--- src/hdl/conv_macros.svh ---
`ifndef CONV_MACROS_SVH
`define CONV_MACROS_SVH

// PE array geometry
`define CONV_PE_SIZE     16
`define CONV_DATA_W      8
`define CONV_ACC_W       32

// Operand buffer sizes
`define CONV_FEAT_DEPTH  8
`define CONV_FILT_DEPTH  8
`define CONV_FEAT_AW     3
`define CONV_FILT_AW     3

// Register stages in the adder tree, log2 of lane count
`define CONV_TREE_STAGES 4

`endif
--- src/hdl/conv_pkg.sv ---
`default_nettype none

`include "conv_macros.svh"

package conv_pkg;

    // One signed operand lane
    typedef logic signed [`CONV_DATA_W-1:0] lane_t;

    // Activation word, lane 0 in the low bits
    typedef lane_t [`CONV_PE_SIZE-1:0] feat_vec_t;

    // Filter word, same layout as the activation word
    typedef lane_t [`CONV_PE_SIZE-1:0] wgt_vec_t;

    typedef logic signed [`CONV_ACC_W-1:0] acc_t;  // Dot product

    typedef logic [`CONV_FEAT_AW-1:0] feat_idx_t;
    typedef logic [`CONV_FILT_AW-1:0] filt_idx_t;

endpackage

`default_nettype wire

--- src/hdl/conv_pe_array.sv ---
`timescale 1ns/10ps
`default_nettype none

`include "conv_macros.svh"

module conv_pe_array
    import conv_pkg::*;
(
    input  logic      clk,
    input  logic      rst_n,

    input  logic      feat_load,
    input  feat_vec_t feat_data,
    input  logic      wgt_issue,
    input  wgt_vec_t  wgt_data,
    input  feat_idx_t issue_feat,
    input  filt_idx_t issue_filt,

    output logic      result_valid,
    output acc_t      result_data,
    output feat_idx_t result_feat,
    output filt_idx_t result_filt
);

    localparam int PE     = `CONV_PE_SIZE;
    localparam int STAGES = `CONV_TREE_STAGES;
    localparam int NODES  = 2 * PE - 1;

    // Tree nodes packed level by level, products first, root last
    function automatic int level_base(input int lvl);
        return 2 * (PE - (PE >> lvl));
    endfunction

    feat_vec_t    feat_reg;
    acc_t         node [NODES];
    logic [STAGES:0] vld;           // Bit 0 is the product stage
    feat_idx_t    feat_tag [STAGES+1];
    filt_idx_t    filt_tag [STAGES+1];

    always_ff @(posedge clk) begin
        if (feat_load) begin
            feat_reg <= feat_data;
        end
    end

    always_ff @(posedge clk) begin
        if (wgt_issue) begin
            for (int i = 0; i < PE; i++) begin
                node[i] <= acc_t'(feat_reg[i]) * acc_t'(wgt_data[i]);  // Signed lane product
            end
        end
        // Pairwise sums, one level per stage
        for (int s = 1; s <= STAGES; s++) begin
            for (int j = 0; j < (PE >> s); j++) begin
                node[level_base(s) + j] <= node[level_base(s-1) + 2*j]
                                         + node[level_base(s-1) + 2*j + 1];
            end
        end
    end

    always_ff @(posedge clk or negedge rst_n) begin
        if (!rst_n) begin
            vld <= '0;
        end else begin
            vld <= {vld[STAGES-1:0], wgt_issue};
        end
    end

    // Tags ride along with the tree
    always_ff @(posedge clk) begin
        feat_tag[0] <= issue_feat;
        filt_tag[0] <= issue_filt;
        for (int s = 1; s <= STAGES; s++) begin
            feat_tag[s] <= feat_tag[s-1];
            filt_tag[s] <= filt_tag[s-1];
        end
    end

    assign result_valid = vld[STAGES];
    assign result_data  = node[NODES-1];
    assign result_feat  = feat_tag[STAGES];
    assign result_filt  = filt_tag[STAGES];

endmodule

`default_nettype wire

--- config.mk ---
export PLATFORM = sky130hd
export DESIGN_NAME = conv_pe_array
export DESIGN_NICKNAME = d
export VERILOG_FILES = /design/src/hdl/conv_pkg.sv /design/src/hdl/conv_pe_array.sv
export VERILOG_INCLUDE_DIRS = /design/src /design/src/hdl
export SDC_FILE = /design/constraint.sdc
export NUM_CORES = 2
export LEC_CHECK = 0
export BUFFER_PORTS_ARGS = -buffer_cell sky130_fd_sc_hd__buf_4
export CAP_MARGIN = 0
export CORE_UTILIZATION = 45
export CTS_BUF_LIST = sky130_fd_sc_hd__clkbuf_16
export DETAILED_ROUTE_END_ITERATION = 7
export GPL_ROUTABILITY_DRIVEN = 0
export SLEW_MARGIN = 40
export SYNTH_ARGS = -nofsm -noshare
export SYNTH_HDL_FRONTEND = slang
export SYNTH_SLANG_ARGS = --single-unit
export TNS_END_PERCENT = 5
--- constraint.sdc ---
create_clock -name clk -period 5.5 [get_ports clk]
set_input_delay 0 -clock clk [delete_from_list [all_inputs] [get_ports clk]]
set_output_delay 0 -clock clk [all_outputs]
set_load 0.02 [all_outputs]
=== After elaboration in Yosys (flattened, before gate mapping) ===
Memory sizes are Yosys's and may differ from the RTL's.
Index checks and enable logic that the tools add are counted.

* Flip-flop bits (word level): 133
* Bits in writable memories: 1022
* Bits of input ports: 266
* Output and inout bits: 39
* Logic and storage cells: 53
* Memories kept: 3

* Add/subtract/negate cells: 15
* $mul: 16
* Mux-type cells: 2

{| class="wikitable"
|+ Memories
! name !! words !! bits a word !! rd ports !! clocked after Yosys merged registers in !! write ports !! RTL line !! RTL
|-
| node || 31 || 32 || 31 || 0 || 31 || conv_pe_array.sv:35 || <nowiki>acc_t node [NODES];</nowiki>
|-
| feat_tag || 5 || 3 || 5 || 0 || 5 || conv_pe_array.sv:37 || <nowiki>feat_idx_t feat_tag [STAGES+1];</nowiki>
|-
| filt_tag || 5 || 3 || 5 || 0 || 5 || conv_pe_array.sv:38 || <nowiki>filt_idx_t filt_tag [STAGES+1];</nowiki>
|}

{| class="wikitable"
|+ Operators by type and width
! operator !! count
|-
| 32-bit adder || 15
|-
| 8-bit by 8-bit multiplier with 16-bit output || 16
|-
| 1-bit two-way mux || 2
|}

=== Longest topological paths before layout ===
* Depth in word-level cells: 2
* Mapped depth: 20
* Depth with buffers taken out: 20

=== Worst setup path after synthesis ===
OpenSTA, ideal clock, no wires.

* Path type: register -> register
* From: reg feat_reg[93] in the netlist's numbering
* To: mem node[0][383] in the netlist's numbering, data pin
* Setup time: 260 ps
* Arrival: 4222 ps
* Required time: 5240 ps
* Setup slack: 1018 ps
* Stages on the path, launching flop included: 20
* Path buffers: 0
* Period minus slack after synthesis: 4482 ps
* Cell sequence: edfxtp_1 -> and2_1 -> fa_1 -> inv_1 -> fa_1 -> inv_1 -> fa_1 -> inv_1 -> fa_1 -> inv_1 -> ha_1 -> inv_1 -> o21ai_0 -> a21oi_1 -> nand2b_1 -> a21boi_0 -> nor3_1 -> nor2_1 -> o41a_1 -> xnor2_1

{| class="wikitable"
|+ RTL lines
! item !! RTL line !! RTL
|-
| start: declaration || conv_pe_array.sv:34 || <nowiki>feat_vec_t feat_reg;</nowiki>
|-
| start signal: assignment || conv_pe_array.sv:42 || <nowiki>feat_reg <= feat_data;</nowiki>
|-
| end: declaration || conv_pe_array.sv:35 ||
|}

==> impl_metrics.py <==
metrics = {
    "critical_path": {
        "r2r_setup_slack_ns": 0.64,
        "criticalPathCategory": "reg2reg",
        "critPathMaxStageDelay_ns": 0.53,
        "rr_startpoint": "feat_reg[46]",
        "crit_chain": "and2_1 > fa_1 > inv_1 > fa_1 > inv_1 > fa_1 > inv_1 > fa_1 > inv_1 > ha_1 > o21ai_0 > a21boi_0 > o21ai_0 > a21boi_0 > o21a_1 > o21ai_0 > nand2b_1 > a21oi_1 > xnor2_1",
        "r2r-end": "node[0][174]",
        "critPathMaxFanout": 8,
        "r2r_cells": 19,
        "worst_path_max_delay_cell": "fa_1",
        "arrival_ns": 5.35,
        "start_kind": "register",
        "path_buf_inv": 4,
        "cp-end-kind": "register",
        "cp.required_ns": 5.99,
        "cp_top_family": "adder cells",
    },
    "final_layout": {
        "layout-drive-gt1-share_pct": 6.48,
        "area_growth_pct": 15.1,
        "final_common_cell": "inv_1",
        "largest_reg_flops": 736,
        "mostFrequentLayoutCells": "inv_1 (1468), fa_1 (911), ha_1 (809)",
        "fin_nets": 10300,
    },
    "sta": {
        "clock.fmax_ghz": 0.206,
        "setup_ws_ns": 0.639,
        "hold_violations": 0,
        "finClkSkew_ns": 0.0406,
        "maxSlewHeadroom_pct": 39.4,
        "rsz0062_at_grt": "no",
        "drv_slew": 0,
        "fin_tns_setup_ns": 0,
        "setup_viol": 0,
        "worst_pin_slew_ns": 0.902,
        "period_minus_slack_ns": 4.86,
        "period_share_pct": 88.4,
    },
    "route": {
        "dr.pass1.iters": 5,
        "route.detailed.drc": 0,
        "vias": 52461,
        "wl_per_cell_microns": 16.0,
        "drt_wl_total_microns": 172000,
        "antenna_left": 0,
        "initialDrtViolationCount": 2254,
        "viasPerCell": 4.89,
    },
    "yosys": {
        "async_reset_ff_share_pct": 0.556,
        "synth_nets": 9626,
        "synth_area_leader_cell": "fa_1",
        "synthFlopType": "dfxtp_1",
        "synth.area.top_cells": "fa_1 (24%), edfxtp_1 (15%), dfxtp_1 (13%), ha_1 (13%), inv_1 (7.0%)",
        "ys_seq_elements": 899,
        "synth_cell_types": 83,
        "yosysSeqAreaShare_pct": 28.2,
        "synth_area_per_cell_sq_um": 10.2,
        "synth_top_area_share_pct": 23.5,
        "syn_inst": 7640,
        "yosys_warnings": 0,
        "netlist_area_sq_um": 77600,
        "synth_edf_count": 384,
    },
    "hold_path": {
        "min_from": "feat_data[60]",
        "hold_path.class": "in2reg",
        "hold_end": "feat_reg[60]",
        "worstHoldPathCells": 2,
    },
    "power": {
        "power_density_nw_per_um2": 634,
        "p_leak_uw": 0.0419,
        "power_uw": 56700,
        "peakVddDrop_mv": 0.349,
    },
    "status": {
        "outcome": "finished, final reports clean",
    },
    "grt": {
        "grt_pass1_wl_microns": 283000,
        "grt_pass1_vias": 55063,
        "grt.total_usage_pct": 20.1,
        "antenna_found_initial": 7,
        "grt_max_degree": 126,
        "overflow": 0,
    },
    "cts": {
        "cts_tree": "built",
        "cts_sinks": 899,
        "ctsLongestPathBuffers": 3,
        "cts_resized": 0,
        "worstSkewPairLatency_ns": 0.74,
        "clkTransAtPathRegs_ns": 0.07,
        "h-tree-depth": 3,
        "root_buffer": "clkbuf_16",
        "cts_inserted_buffers": 108,
    },
    "floorplanning": {
        "die_area_sq_um": 174000,
        "die_h_microns": 417,
        "start_util_pct": 45.3,
        "core_sq_um": 171000,
        "rows": 152,
        "io_pins": 305,
        "die_x_microns": 417,
    },
    "run": {
        "drv_cap": 0,
    },
    "placed_design": {
        "port_buffers": 304,
        "dpl.hpwl_microns": 139000,
        "dp_worst_setup_slack_ns": 0.631,
    },
}
## logic make-up after synthesis
kind of cell / Yosys count / share of synthesized area [%]
compound gates: 1097 / 8.95
xor+xnor: 524 / 5.92
fa+ha+maj: 1720 / 36.6
buf+inv: 1519 / 7.53
flops: 899 / 28.2
mux: 17 / 0.242
simple gates: 1864 / 12.6
## cell type report
type,count,area [sq um]
tap,2310,2890
multi-input combinational,5222,49900
clock buffer,117,2930
antenna,2,5.00
fill,15493,82000
sequential,899,21900
inverter,1453,5450
clock inverter,86,726
timing repair buffer,630,5560
## layer usage
layer | part of all wire, % | wire length (microns) | GRT usage (%)
met1 | 47 | 80600 | 27.4
met2 | 47 | 80800 | 33.8
met3 | 3.3 | 5740 | 2.40
met4 | 2.6 | 4450 | 5.38
met5 | 0.0047 | 8 | 0
## repair_timing
item,CTS,global route
hold buffers,321,0
endpoints found under the hold margin,322,0
setup buffers,0,0
## how the worst max path moves through the flow
stage	cells after the start	end	start
CTS	19	node[0][430]	feat_reg[109]
detailed placement	19	node[0][174]	feat_reg[46]
finish	19	node[0][174]	feat_reg[46]
floorplan	19	node[0][383]	feat_reg[93]
global placement	19	node[0][206]	feat_reg[54]
global route	19	node[0][302]	feat_reg[78]
## worst reg2reg max path, delay by kind of cell, from the launching register on
| family | cells | cell delay (ns) |
|---|---|---|
| flops | 1 | 0.50 |
| fa+ha+maj | 5 | 2.30 |
| buf+inv | 4 | 0.21 |
| compound gates | 7 | 1.22 |
| xor+xnor | 1 | 0.09 |
| simple gates | 2 | 0.30 |
## Yosys cell counts, types with 9 or more instances
master / number
nor2_1: 331
o21ai_0: 315
a21oi_1: 271
clkbuf_1: 26
inv_1: 1453
and3_1: 26
o41a_1: 10
nor2b_1: 151
or3_1: 17
nor3_1: 82
a31oi_1: 25
fa_1: 911
dfxtp_1: 510
ha_1: 809
xnor2_1: 440
nand2_1: 367
a21o_1: 141
nand3_1: 56
o41ai_1: 18
o21bai_1: 38
o31ai_1: 16
a21bo_2: 9
a211oi_1: 17
o211ai_1: 16
or2_2: 13
nand4_1: 15
nand2b_1: 112
o21ai_1: 14
edfxtp_1: 384
xor2_1: 84
o21a_1: 64
a21boi_0: 57
buf_4: 38
and2_1: 666
mux2_2: 14
## per-stage QoR
step	area, sq um	hold slack, ns	util, %	std cells
after floorplan	77600	-0.296	-	7640
after global placement	82400	-0.196	48.1	10193
after detailed placement	82400	-0.194	48.1	10193
after CTS	89300	0.00459	52.1	10717
after global routing	89300	0.0233	52.1	10718
final	89300	0.0581	52.1	10719
## report_power, final
| part | total, uW | internal (uW) | switching (uW) | leakage (uW) |
|---|---|---|---|---|
| clock | 7270 | 4190 | 3070 | 0.00184 |
| combinational | 36400 | 16200 | 20300 | 0.0319 |
| sequential | 13000 | 11300 | 1650 | 0.00813 |
Note: power is estimated with default switching activity, not from simulation.
