===== src/hdl/conv_ram.sv =====
`timescale 1ns/10ps
`default_nettype none

module conv_ram #(
    parameter type word_t = logic [7:0],
    parameter int  depth  = 8
) (
    input  logic                     clk,

    // Host side
    input  logic                     wr_en,
    input  logic [$clog2(depth)-1:0] wr_addr,
    input  word_t                    wr_data,

    // Mover side
    input  logic                     rd_en,
    input  logic [$clog2(depth)-1:0] rd_addr,
    output word_t                    rd_data
);

    word_t mem [depth];

    always_ff @(posedge clk) begin
        if (wr_en) begin
            mem[wr_addr] <= wr_data;
        end
    end

    // Registered read, data one cycle after rd_en
    always_ff @(posedge clk) begin
        if (rd_en) begin
            rd_data <= mem[rd_addr];
        end
    end

endmodule

`default_nettype wire


===== config.mk =====
export PLATFORM = sky130hd
export DESIGN_NAME = conv_ram
export DESIGN_NICKNAME = d
export VERILOG_FILES = /design/src/hdl/conv_ram.sv
export SDC_FILE = /design/constraint.sdc
export NUM_CORES = 1
export LEC_CHECK = 0
export BUFFER_PORTS_ARGS = -buffer_cell sky130_fd_sc_hd__buf_2
export CORE_MARGIN = 2
export CORE_UTILIZATION = 45
export CTS_CLUSTER_DIAMETER = 60
export CTS_CLUSTER_SIZE = 30
export DETAILED_ROUTE_END_ITERATION = 6
export PLACE_DENSITY_LB_ADDON = 0.08
export SYNTH_ARGS = -nofsm -noshare
export SYNTH_HDL_FRONTEND = slang
export SYNTH_SLANG_ARGS = --single-unit

===== constraint.sdc =====
create_clock -name clk -period 2.1 [get_ports clk]
set_input_delay 0.42 -clock clk [delete_from_list [all_inputs] [get_ports clk]]
set_output_delay 0.42 -clock clk [all_outputs]
set_load 0.05 [all_outputs]

# Word-level counts from Yosys, hierarchy flattened

Memory sizes are Yosys's and may differ from the RTL's. A register that Yosys moved wholly into a read port is not among the register bits.
Cells that the tools add are included.

Muxes and demuxes: 2

Operator list:

| operator          | number |
|---|---|
| 1-bit two-way mux | 2 |

Flip-flop bits (word level): 0
Bits in writable memories: 64
Input port bits: 17
Output and inout port bits: 8
Word-level logic and storage cells: 3
Memories: 1

Memory list:

| memory | depth | bits a word | read ports | clocked after memory_dff | wr ports | RTL line | text |
|---|---|---|---|---|---|---|---|
| mem    | 8     | 8           | 1          | 1                        | 1        | 21       | `word_t mem [depth];` |

# Longest topological paths before layout

Gate-level depths: netlist (run 1).

Word-level depth: 2
Gate-level depth with buffers: 4
Mapped depth without buffers: 2

# Least setup slack after synthesis (run 1)

No wires, ideal clock.

Path type: input port to flip-flop
Start point: input rd_addr[0]
End point: register rd_data[1] in the netlist's numbering, read port of mem, data pin
Setup time: 0.260 ns
Arrival time: 1.443 ns
Data required time: 1.840 ns
Path slack: 0.397 ns
Stages on the path: 4
Buffers on the path: 2
Cells stage by stage: buf_6 > buf_12 > mux4_1 > mux2_2

RTL lines:

| element            | RTL line | text |
|---|---|---|
| start: declaration | 17       | `input logic [$clog2(depth)-1:0] rd_addr,` |
| end: declaration   | 18       | `output word_t rd_data` |

==> results of run 1 <==
-- layer usage --
metal,wire (um),part of all wire
met2,2650,0.56
met4,49,0.010
met5,0,0
met3,207,0.044
met1,1810,0.38
-- worst paths after layout --
kind / from / end
max: rd_addr[0] / rd_data[6]$_DFFE_PP_
max reg2reg: mem[3][2]$_DFFE_PP_ / rd_data[2]$_DFFE_PP_
min reg2reg: mem[5][5]$_DFFE_PP_ / rd_data[5]$_DFFE_PP_
min: wr_data[7] / mem[0][7]$_DFFE_PP_
-- flip-flops by register name, indices dropped and copies added, names as in the netlist --
| register | count |
|---|---|
| mem | 64 |
| rd_data | 8 |
-- layout make-up --
cell class | instances | area [sq um]
clock buffer | 10 | 128
clock inverter | 6 | 108
fill | 455 | 2660
multi-input combinational | 37 | 566
sequential | 72 | 2160
tap | 75 | 93.8
timing repair buffer | 33 | 200
-- synthesized netlist by cell type --
cell,count,area [sq um]
buf_6,1,11.3
edfxtp_1,72,2160
nand2b_1,3,18.8
buf_12,1,20.0
nand2_1,2,7.51
buf_2,1,5.00
mux4_2,1,22.5
nor2_1,6,22.5
mux2_2,8,90.1
buf_1,1,3.75
clkbuf_1,1,3.75
nor3_1,2,10.0
mux4_1,15,394
-- where the power goes --
| group | total, mW | internal [mW] | switching, mW |
|---|---|---|---|
| clock network | 1.26 | 0.785 | 0.478 |
| registers | 1.65 | 1.64 | 0.0114 |
| logic | 0.198 | 0.0791 | 0.119 |
| total | 3.11 | 2.50 | 0.608 |
-- cell families (layout without fill, tap and decap cells) --
family        after synthesis  in the layout  share of synthesized area
simple gates               13             13                     0.0212
flops                      72             72                      0.780
mux                        24             24                      0.183
buf+inv                     5             49                     0.0158
-- placed cells by master (no fill, tap or decap) --
master / synthesis / final
nor2_1: 6 / 6
edfxtp_1: 72 / 72
mux4_2: 1 / 1
clkinv_1: 0 / 1
nand2b_1: 3 / 3
nand2_1: 2 / 2
mux4_1: 15 / 15
buf_2: 1 / 24
nor3_1: 2 / 2
buf_4: 0 / 8
buf_12: 1 / 1
clkinv_4: 0 / 1
mux2_2: 8 / 8
bufinv_16: 0 / 3
clkbuf_8: 0 / 9
clkbuf_1: 1 / 1
clkinv_2: 0 / 1
==> impl_metrics.py, run 1 <==
metrics = {
    "outcome": {
        "status": "finished clean",
    },
    "sta": {
        "fin_crit_sh": 0.683,
        "fin_crit_ps": 1440,
        "setup-tns-final_ps": 0,
        "setup_viol": 0,
        "worst_pin_slew_ps": 356,
        "whs_ps": 357,
        "slew_headroom": 0.762,
        "fin_ws_ps": 665,
        "rsz0062_at_grt": "false",
        "finalClockSkew_ps": 5.50,
        "fmaxAchievable_ghz": 0.697,
        "maxSlewViolCount": 0,
        "final_hold_viol_count": 0,
    },
    "cells_and_area": {
        "antenna_cells": 0,
        "area_growth_pct": 17.5,
        "nets": 170,
        "fin_area_sq_um": 3260,
        "layout-drive-gt1-share": 0.354,
        "final_cells": 233,
        "final_util": 0.550,
    },
    "global_route": {
        "grt_antenna_before_repair": 0,
        "use_met1": 0.187,
        "grt.overflow.total": 0,
        "grt_max_degree": 17,
        "grt_use_met3": 0.0489,
        "grt_pass1_vias": 1293,
        "grt_pass1_wl_um": 7130,
        "grt_usage": 0.161,
        "busiest_layer": "met2",
        "grtUsageMet2": 0.273,
    },
    "setup_path": {
        "critPathArrivalTime_ps": 1520,
        "worst-setup-path-type": "in2reg",
        "worst-r2r-cell-count": 2,
        "cp.required_ps": 2190,
        "cp_max_fo": 16,
        "crit_family": "multiplexers",
        "cp-end-kind": "register",
        "path_depth": 4,
        "slowest_stage": "mux4_1",
        "critPathMaxStageDelay_ps": 560,
        "critPathLaunchType": "primary input",
        "path_buf_inv": 2,
        "r2r_slack_ps": 700,
        "crit_chain": "buf_2 -> buf_12 -> mux4_1 -> mux2_2",
    },
    "die": {
        "rows": 28,
        "start_util": 0.468,
        "die-area_sq_um": 6800,
        "die_h_um": 82.5,
        "die_w_um": 82.5,
        "coreArea_sq_um": 5920,
        "ios": 25,
    },
    "placement": {
        "dpl.hpwl_um": 2920,
        "dp.cells": 217,
        "place.gp.congestion": 0.680,
        "port_buffers": 24,
        "placed_area_sq_um": 3020,
        "pre_cts_ws_ps": 305,
    },
    "clocking": {
        "root_buffer": "clkbuf_8",
        "cts_resized": 0,
        "post_cts.repair.setup_buffers": 0,
        "cts_buffers": 9,
        "insertion_delay_ps": 330,
        "htree_num_levels": 3,
        "clock_sinks": 72,
        "clkTransAtPathRegs_ps": 70,
        "cts.path.max_buffers": 2,
        "ctsHoldBuffers": 0,
        "cts_tree": "built",
    },
    "logic_synthesis": {
        "avgSynthCellArea_sq_um": 24.3,
        "synth_nets": 131,
        "yosysWarningCount": 0,
        "synth_seq_cells": 72,
        "ys_types": 13,
        "syn_area_sq_um": 2770,
        "syn_inst": 114,
        "ys_seq_area_frac": 0.780,
    },
    "min_path": {
        "hold_depth": 1,
        "min_path_type": "in2reg",
    },
    "route": {
        "num_vias": 1240,
        "first_iter_violations": 99,
        "drc": 0,
        "vias_per_cell": 5.32,
        "dr.pass1.iters": 4,
        "ant_nets": 0,
        "wl_um": 4720,
        "wl_per_cell_um": 20.3,
    },
    "power": {
        "p_per_area_nw_per_um2": 956,
        "p_total_mw": 3.11,
        "max-vdd-ir-drop_uv": 661,
        "p_leak_nw": 1.14,
    },
    "run": {
        "maxCapViolCount": 0,
    },
}
(Power assumes the default switching activity.)
==> run 2: changes to the inputs <==
- clock period: 2.1 -> 1.4 ns (I/O delays scaled with it)
==> impl_metrics.py, run 2 (same netlist as run 1, synthesis figures left out) <==
metrics = {
    "setup_path": {
        "regToRegStartpoint": "mem[5][5]$_DFFE_PP_",
        "worst-r2r-cell-count": 2,
        "cp.required_ps": 1480,
        "worstReg2RegEnd": "rd_data[5]$_DFFE_PP_",
        "critPathLaunchType": "register",
        "worst-setup-path-type": "reg2reg",
        "r2r_slack_ps": 20,
        "cp_max_fo": 1,
        "cp-end-kind": "register",
        "critPathArrivalTime_ps": 1460,
    },
    "route": {
        "drc": 0,
        "dr.pass1.iters": 4,
        "vias_per_cell": 5.31,
        "ant_nets": 0,
        "num_vias": 1242,
        "first_iter_violations": 125,
        "wl_per_cell_um": 20.5,
        "wl_um": 4790,
    },
    "sta": {
        "slew_headroom": 0.826,
        "finalClockSkew_ps": 6.14,
        "maxSlewViolCount": 0,
        "worst_pin_slew_ps": 261,
        "whs_ps": 205,
        "final_hold_viol_count": 0,
        "fin_crit_ps": 1380,
        "fin_crit_sh": 0.984,
        "rsz0062_at_grt": "true",
        "setup_viol": 0,
        "fmaxAchievable_ghz": 0.726,
        "setup-tns-final_ps": 0,
    },
    "min_path": {
        "min_path_type": "in2reg",
        "hold_depth": 1,
        "hold_path_startpoint": "wr_data[4]",
        "hold_path_end": "mem[1][4]$_DFFE_PP_",
    },
    "power": {
        "p_leak_nw": 1.10,
        "max-vdd-ir-drop_uv": 646,
        "p_per_area_nw_per_um2": 1450,
        "p_total_mw": 4.70,
    },
    "cells_and_area": {
        "top_register": "mem",
        "antenna_cells": 0,
        "multi_input_area_sq_um": 526,
        "reg_top3": "mem (64), rd_data (8)",
        "layout_common_cells": "72 x edfxtp_1, 24 x buf_2, 14 x mux4_2",
        "seq_area_sq_um": 2160,
        "fillerInstances": 483,
        "nets": 171,
        "final_util": 0.546,
        "area_growth_pct": 16.7,
        "final_common_cell": "edfxtp_1",
        "fin_area_sq_um": 3240,
        "largest_reg_flops": 64,
        "layout-drive-gt1-share": 0.447,
    },
    "die": {
        "rows": 28,
        "start_util": 0.468,
        "die_w_um": 82.5,
        "coreArea_sq_um": 5920,
        "die-area_sq_um": 6800,
        "ios": 25,
        "die_h_um": 82.5,
    },
    "global_route": {
        "grt_antenna_before_repair": 0,
        "grt.overflow.total": 0,
        "grt_pass1_vias": 1402,
        "grt_usage": 0.166,
        "grt_max_degree": 17,
        "grt_pass1_wl_um": 7350,
    },
    "clocking": {
        "cts_tree": "built",
        "root_buffer": "clkbuf_8",
        "cts.path.max_buffers": 2,
        "htree_num_levels": 3,
        "clock_sinks": 72,
        "insertion_delay_ps": 330,
        "cts_buffers": 9,
        "clkTransAtPathRegs_ps": 70,
    },
    "run": {
        "maxCapViolCount": 0,
    },
    "outcome": {
        "status": "finished clean",
    },
    "placement": {
        "place.gp.congestion": 0.722,
        "port_buffers": 24,
        "placed_area_sq_um": 3010,
    },
}
==> run 2: what timing repair did <==
action,4_1_cts,5_1_grt
buffers inserted,0,0
gates resized for setup,1,4
endpoints found under the setup margin,1,5
pin swaps,0,0
hold buffers,0,0
==> run 2: stage by stage <==
| stage | setup WS, ps | cells |
|---|---|---|
| after floorplan | -106 | 114 |
| after global placement | -240 | 218 |
| after detailed placement | -259 | 218 |
| after CTS | 12.3 | 234 |
| after global routing | -5.01 | 234 |
| final | 22.2 | 234 |
==> run 2: area by class of cell <==
class	count	area share
tap	75	0.0290
sequential	72	0.668
clock buffer	9	0.0383
multi-input combinational	37	0.162
clock inverter	7	0.0340
timing repair buffer	34	0.0681
==> run 2: worst max path at each step <==
stage | startpoint | end | slack (ps) | cells after the start
global placement | rd_addr[0] | rd_data[0]$_DFFE_PP_ | -240 | 4
global route | mem[5][5]$_DFFE_PP_ | rd_data[5]$_DFFE_PP_ | -5 | 2
floorplan | rd_addr[0] | rd_data[0]$_DFFE_PP_ | -110 | 4
finish | mem[5][5]$_DFFE_PP_ | rd_data[5]$_DFFE_PP_ | 20 | 2
CTS | mem[1][1]$_DFFE_PP_ | rd_data[1]$_DFFE_PP_ | 10 | 2
detailed placement | rd_addr[0] | rd_data[2]$_DFFE_PP_ | -260 | 4
==> run 2: per-layer routing <==
layer,GRT usage,routed length (um),up-vias
li1,-,-,554
met4,0.0750,63,0
met2,0.263,2410,26
met3,0.0489,157,6
met1,0.214,2160,656
met5,0,0,-
==> run 2: worst max-delay path, stage by stage, from the launching register on <==
cell,delay (ps)
edfxtp_1,380
mux4_2,470
mux2_2,280
==> run 2: report_power, final <==
group          internal (mW)  leakage, nW  switching (mW)  total, mW
Combinational          0.131        0.325           0.186      0.317
Sequential              2.46        0.660          0.0177       2.48
Clock                   1.17        0.114           0.735       1.90
Total                   3.76         1.10           0.939       4.70
