--- src/hdl/conv_macros.svh ---
`ifndef CONV_MACROS_SVH
`define CONV_MACROS_SVH

// PE array geometry
`define CONV_PE_SIZE     16
`define CONV_DATA_W      8
`define CONV_ACC_W       32

// Operand buffer sizes
`define CONV_FEAT_DEPTH  8
`define CONV_FILT_DEPTH  8
`define CONV_FEAT_AW     3
`define CONV_FILT_AW     3

// Register stages in the adder tree, log2 of lane count
`define CONV_TREE_STAGES 4

`endif
--- src/hdl/conv_pkg.sv ---
`default_nettype none

`include "conv_macros.svh"

package conv_pkg;

    // One signed operand lane
    typedef logic signed [`CONV_DATA_W-1:0] lane_t;

    // Activation word, lane 0 in the low bits
    typedef lane_t [`CONV_PE_SIZE-1:0] feat_vec_t;

    // Filter word, same layout as the activation word
    typedef lane_t [`CONV_PE_SIZE-1:0] wgt_vec_t;

    typedef logic signed [`CONV_ACC_W-1:0] acc_t;  // Dot product

    typedef logic [`CONV_FEAT_AW-1:0] feat_idx_t;
    typedef logic [`CONV_FILT_AW-1:0] filt_idx_t;

endpackage

`default_nettype wire

--- src/hdl/conv_data_mover.sv ---
`timescale 1ns/10ps
`default_nettype none

`include "conv_macros.svh"

module conv_data_mover
    import conv_pkg::*;
(
    input  logic      clk,
    input  logic      rst_n,
    input  logic      start,
    input  logic      en,
    input  logic      result_valid,

    output logic      feat_rd,
    output feat_idx_t feat_addr,
    output logic      wgt_rd,
    output filt_idx_t wgt_addr,

    output logic      feat_load,
    output logic      wgt_issue,
    output feat_idx_t issue_feat,
    output filt_idx_t issue_filt,

    output logic      busy,
    output logic      done
);

    localparam feat_idx_t FEAT_LAST = feat_idx_t'(`CONV_FEAT_DEPTH - 1);
    localparam filt_idx_t FILT_LAST = filt_idx_t'(`CONV_FILT_DEPTH - 1);
    localparam int        PEND_W    = $clog2(`CONV_TREE_STAGES + 3);

    logic              issuing;    // Reads still to go
    logic              wgt_phase;  // 0 feature read, 1 weight sweep
    feat_idx_t         feat_cnt;
    filt_idx_t         filt_cnt;
    logic [PEND_W-1:0] pending;    // Weight reads without a result yet
    logic              can_issue;

    assign can_issue = busy && issuing && en;
    assign feat_rd   = can_issue && !wgt_phase;
    assign wgt_rd    = can_issue && wgt_phase;
    assign feat_addr = feat_cnt;
    assign wgt_addr  = filt_cnt;

    always_ff @(posedge clk or negedge rst_n) begin
        if (!rst_n) begin
            busy      <= 1'b0;
            issuing   <= 1'b0;
            wgt_phase <= 1'b0;
            feat_cnt  <= '0;
            filt_cnt  <= '0;
            done      <= 1'b0;
        end else begin
            done <= 1'b0;
            if (!busy) begin
                if (start) begin
                    busy      <= 1'b1;
                    issuing   <= 1'b1;
                    wgt_phase <= 1'b0;
                    feat_cnt  <= '0;
                    filt_cnt  <= '0;
                end
            end else begin
                if (feat_rd) begin
                    wgt_phase <= 1'b1;
                end else if (wgt_rd) begin
                    if (filt_cnt == FILT_LAST) begin
                        filt_cnt  <= '0;
                        wgt_phase <= 1'b0;
                        if (feat_cnt == FEAT_LAST) begin
                            issuing <= 1'b0;  // Final weight read
                        end else begin
                            feat_cnt <= feat_cnt + 1'b1;
                        end
                    end else begin
                        filt_cnt <= filt_cnt + 1'b1;
                    end
                end
                // Last result back
                if (!issuing && result_valid && pending == PEND_W'(1)) begin
                    busy <= 1'b0;
                    done <= 1'b1;
                end
            end
        end
    end

    always_ff @(posedge clk or negedge rst_n) begin
        if (!rst_n) begin
            pending <= '0;
        end else begin
            case ({wgt_rd, result_valid})
                2'b10:   pending <= pending + 1'b1;
                2'b01:   pending <= pending - 1'b1;
                default: pending <= pending;
            endcase
        end
    end

    // Strobes line up with buffer read data
    always_ff @(posedge clk or negedge rst_n) begin
        if (!rst_n) begin
            feat_load <= 1'b0;
            wgt_issue <= 1'b0;
        end else begin
            feat_load <= feat_rd;
            wgt_issue <= wgt_rd;
        end
    end

    always_ff @(posedge clk) begin
        if (wgt_rd) begin
            issue_feat <= feat_cnt;
            issue_filt <= filt_cnt;
        end
    end

endmodule

`default_nettype wire

--- config.mk ---
export PLATFORM = sky130hd
export DESIGN_NAME = conv_data_mover
export DESIGN_NICKNAME = d
export VERILOG_FILES = /design/src/hdl/conv_pkg.sv /design/src/hdl/conv_data_mover.sv
export VERILOG_INCLUDE_DIRS = /design/src /design/src/hdl
export SDC_FILE = /design/constraint.sdc
export NUM_CORES = 1
export LEC_CHECK = 0
export ABC_AREA = 1
export BUFFER_PORTS_ARGS = -buffer_cell sky130_fd_sc_hd__buf_2
export CAP_MARGIN = 30
export CORE_MARGIN = 2
export CORE_UTILIZATION = 51
export DETAILED_ROUTE_END_ITERATION = 6
export GPL_TIMING_DRIVEN = 0
export MAX_ROUTING_LAYER = met4
export PLACE_DENSITY_LB_ADDON = 0.05
export SYNTH_ARGS = -nofsm -noshare
export SYNTH_HDL_FRONTEND = slang
export SYNTH_SLANG_ARGS = --single-unit
--- constraint.sdc ---
create_clock -name clk -period 2.1 [get_ports clk]
set_input_delay 0.21 -clock clk [delete_from_list [all_inputs] [get_ports clk]]
set_output_delay 0.21 -clock clk [all_outputs]
set_load 0.05 [all_outputs]
# ---- Yosys cells after proc, flatten, opt, wreduce, memory -nomap -nowiden
# Index checks and enable logic that the tools add are counted.
dict set report word_totals {
  latchBits 0
  ramBits 0
  register_bits 21
  romBits 0
  in_bits 5
  output_inout_bits 18
  mem_count 0
}
dict set report op_classes {
  bitwise 0
  add_sub_neg 4
  div_mod_pow 0
  magnitude_cmp 0
  shifts 0
  mul 0
  n_mux 27
  n_reduce_logical 14
  eq_ne 12
}
# operator count
set op_table {}
lappend op_table {{$mux 3} 10}
lappend op_table {{$mux 1} 16}
lappend op_table {{$reduce_and 5->1} 2}
lappend op_table {{$add 3x1->3 const B} 3}
lappend op_table {{$eq 3x3->1 const B} 2}
lappend op_table {{$logic_and 1x1->1} 6}
lappend op_table {{$ne 2x2->1 const B} 3}
lappend op_table {{$pmux 3 s2} 1}
lappend op_table {{$reduce_and 3->1} 2}
lappend op_table {{$ne 2x1->1 const B} 2}
lappend op_table {{$reduce_bool 2->1} 2}
lappend op_table {{$eq 3x1->1 const B} 1}
lappend op_table {{$ne 3x2->1 const B} 1}
lappend op_table {{$ne 3x3->1 const B} 1}
lappend op_table {{$sub 3x1->3 const B} 1}
lappend op_table {{$eq 2x1->1 const B} 1}
lappend op_table {{$eq 2x2->1 const B} 1}
lappend op_table {{$logic_not 1->1} 2}

# ---- Longest topological paths before layout
dict set report depth {
  word_depth 6
  ltp_mapped 10
}

# ---- Worst setup path after synthesis
# No wires, ideal clock.
dict set report synth_timing {
  path_type {flip-flop to flip-flop}
  startpoint {reg busy}
  endpoint {reg pending[2]}
  path_slack_ps -761
  arrival_ps 2748
  setup_time_ps 113
  path_stages_with_launch 11
  period_less_slack_ps 2861
  required_time_ps 1987
  path_buffers 1
  cell_sequence {dfrtp_1 buf_6 nand3_2 nor2_1 inv_1 ha_1 or2_2 nand3_1 nand2_1 nand2_1 inv_1}
}
dict set report synth_via {
  elab_chain_cells 5
  word_cells_on_any_way 7
  cone_classes {2 x eq/ne; 1 x mux; 4 x reduce/logical}
}
# item line_no
set synth_rtl {}
lappend synth_rtl {{from (decl)} conv_data_mover.sv:25} ;# output logic busy,
lappend synth_rtl {{from (signal assigned)} conv_data_mover.sv:48} ;# busy <= 1'b0;
lappend synth_rtl {{from (signal assigned)} conv_data_mover.sv:58} ;# busy <= 1'b1;
lappend synth_rtl {{from (signal assigned)} conv_data_mover.sv:82} ;# busy <= 1'b0;
lappend synth_rtl {{$logic_and 1x1->1 (*) (2 in series)} conv_data_mover.sv:40} ;# assign can_issue = busy && issuing && en;
lappend synth_rtl {{$logic_and 1x1->1 (*)} conv_data_mover.sv:42} ;# assign wgt_rd = can_issue && wgt_phase;
lappend synth_rtl {{net wgt_rd} conv_data_mover.sv:17} ;# output logic wgt_rd,
lappend synth_rtl {{$eq 2x1->1 / $eq 2x2->1 (equally long branches)} conv_data_mover.sv:93} ;# case ({wgt_rd, result_valid})
lappend synth_rtl {{$pmux 3 s2 / $reduce_bool 2->1 (equally long branches)} n/a}
lappend synth_rtl {{to (signal assigned)} conv_data_mover.sv:94} ;# 2'b10: pending <= pending + 1'b1;
lappend synth_rtl {{to (signal assigned)} conv_data_mover.sv:95} ;# 2'b01: pending <= pending - 1'b1;
lappend synth_rtl {{to (signal assigned)} conv_data_mover.sv:96} ;# default: pending <= pending;
lappend synth_rtl {{to (decl)} conv_data_mover.sv:37} ;# logic [PEND_W-1:0] pending;
# The timed path passes the listed nets; every way through them passes the cells marked *.
# A chain may end at the register's enable or synchronous reset.

# ---- Worst setup path after layout
dict set report layout_timing {
  startpoint {reg busy}
  endpoint {reg pending[2]}
}
dict set report layout_via {
  elab_chain_cells 5
  word_cells_on_any_way 7
  cone_classes {2 x eq/ne; 1 x mux; 4 x reduce/logical}
}
# item line_no
set layout_rtl {}
lappend layout_rtl {{$logic_and 1x1->1 (*) (2 in series)} conv_data_mover.sv:40}
lappend layout_rtl {{$logic_and 1x1->1 (*)} conv_data_mover.sv:42}
lappend layout_rtl {{$eq 2x1->1 / $eq 2x2->1 (equally long branches)} conv_data_mover.sv:93}
lappend layout_rtl {{$pmux 3 s2 / $reduce_bool 2->1 (equally long branches)} n/a}
# Mark *: on every way between the ends. The rest lies on a longest branch, timed or not.

==> out/qor.csv <==
metric,value,unit
Via Count,739,
synthesized netlist net count,110,
final core occ,63.16,%
largest net degree at the start of global routing,16,
vias in the first global route,704,
Layout area overhead,19.85,%
"Slew Viols, Final",0,
mux contribution to synthesized area,0,%
PD cells,1474,nW/um^2
DRC Markers,0,
crit share post-route,86.35,%
area of the multi-input gates,396.6,um^2
Clock Skews,3.605,ps
die height,48.33,um
top-area cell type share of the netlist area,37.45,%
RSZ-0062 raised after global routing,no,
initial antenna violation count,0,
Worst EP arrival,2010,ps
proportion of layout cells with a drive suffix above 1,29.03,%
Die Area,2336,um^2
Synth Area in Compound Gates,3.371,%
All-Layer GR Usage,16.59,%
gpl congestion,0.7479,
status,"finished, final reports clean",
post-synthesis adder-cell area fraction,9.988,%
port bufs,22,
I/O pins,23,
DR iter-0 viols,6,
minimum clock period,1813,ps
min-delay worst type,input port to flip-flop,
die width,48.33,um
number of fill cells,152,
Routed WL,1671,um
Antenna diodes,0,
Synth area leader,dfrtp_1,
Clock Tree Root,clkbuf_4,
max cap viols,0,
FMAX,551.5,MHz
main area contributors after synthesis,"dfrtp_1, edfxtp_1, ha_1",
Final #Nets,138,
Initial Utilization,52.70,%
CP cell instances,"buf_6, nand3_4, nor2_4, inv_1, ha_2, or2_2, nand3_1, nand2_1, nand2_1, inv_1",
most instantiated cells after synthesis,"nand2_1, dfrtp_1, inv_1",
"Setup Fix Bufs, Post-CTS",0,
H-tree lvl count,1,
final std cells w/o fill,151,
register area share after synthesis,55.43,%
clock transition at the registers of the reported paths,110,ps
num rows,16,
Worst path top cell family by delay,simple AND/OR/NAND/NOR gates,
first-pass GRT wire length,2939,um
post_cts resized,0,
Final ANT Viol Nets,0,
Synth Area in XOR/XNOR,1.748,%
CTS Buf Count,3,
largest family of logic cells by synthesized area,simple AND/OR/NAND/NOR gates,
post-synthesis cell area,1002,um^2
hpwl dp,1270,um
total of warnings raised by yosys,0,
overall power,1771,uW
routed len/inst,11.07,um
Post-DP Area,1165,um^2
"flops & latches, synth",21,
critical path class,flip-flop to flip-flop,
synthesized area per cell,10.33,um^2
drt pass-1 iters,4,
final setup TNS,0,ps
Leakage,0.0006410,uW
CTS tree,built,
Post-synth EDFFs,6,
measured slew at the worst slew-check pin,347.6,ps
post-route design area,1201,um^2
crit end category,flip-flop,
vias per cell,4.894,
IR Drop Worst-Case VDD,0.8486,mV
Synth Flop Type,dfrtp_1,
WP buf/inv,3,
cts hold-fix bufs,1,
post-synthesis simple-gate area fraction,22.72,%
core footprint,1902,um^2
placed cell count,146,
CTS Sinks,21,
final setup violation count,0,
"Hold Vio Cnt, Final",0,
Async SR Flop Fraction,71.43,%
"count leader, synth",nand2_1,
clock latency on the worst-skew pair,300,ps
CP max stage delay,390,ps
post-synthesis cell type count,18,
Storage cell area,556.8,um^2
Setup crit start kind,flip-flop,
CTS max path bufs,2,
gr ovfl total,0,
Crit-path slowest cell,dfrtp_2,
crit-path max FO,10,
Post-Syn Instances,97,
CP Data Required Time,2300,ps
max_slew headroom,76.83,%
[kinds of logic after synthesis]
kind of cell	Yosys count
fa+ha+maj	8
buf+inv	16
flops	21
xor+xnor	2
compound gates	6
simple gates	44
[flip-flops by register name, indices dropped and copies added, names as in the netlist]
name,count
issue_filt,3
pending,3
issuing,1
busy,1
wgt_phase,1
done,1
feat_addr,3
issue_feat,3
feat_load,1
wgt_issue,1
wgt_addr,3
[tightest hold or removal path: stages]
cell and delay [ps]:
buf_2 90, nor2_1 30, nor2_1 80
[layout by cell type, fill, tap and decap left out, drive strengths merged]
master,count
o21ai,6
nand4,5
clkbuf,4
nand3,5
inv,15
buf,23
ha,8
dfrtp,15
nor3,1
edfxtp,6
dlygate4sd3,1
nor2,6
or2,1
xnor2,2
nand2,26
[worst paths after layout]
path                            cells after the start  slack, ps      endpoint       from
worst min register to register                      2        520     wgt_phase  wgt_phase
worst max-delay path                               10        290    pending[2]       busy
worst max register to register                     10        290    pending[2]       busy
min in group asynchronous                           2        340  feat_addr[2]      rst_n
max in group asynchronous                           2       1490          busy      rst_n
worst min-delay path                                3        150          busy      start
[report_power, final]
part / total [uW] / switching, uW / internal [uW]
combinational: 905 / 662 / 243
clock: 188 / 114 / 73.9
sequential: 678 / 96.0 / 582
[area by class of cell]
| type | count | share of cell area, % |
|---|---|---|
| flip-flops and latches | 21 | 46.35 |
| plain buffers | 1 | 0.9375 |
| well taps | 27 | 2.813 |
| repair buffers | 23 | 10.00 |
| multi-input cells | 60 | 33.02 |
| clock buffers | 4 | 2.188 |
| inverters | 15 | 4.688 |
[routing by layer]
metal  global-route usage, %  part of all wire [%]  vias up
met1                   19.13                    44      335
met5                       -                     0        -
met4                   7.619                   2.3        0
li1                        -                     -      369
met3                   3.086                   5.7        7
met2                   28.24                    48       28
[stage by stage]
step / setup slack, ps / hold WS, ps
finish: 286.6 / 152.0
global route: 148.1 / 172.9
CTS: 251.2 / 153.1
detailed placement: 270.8 / 139.2
global placement: 339.9 / 134.9
floorplan: 19.30 / -85.59
Note: power is estimated with default switching activity, not from simulation.
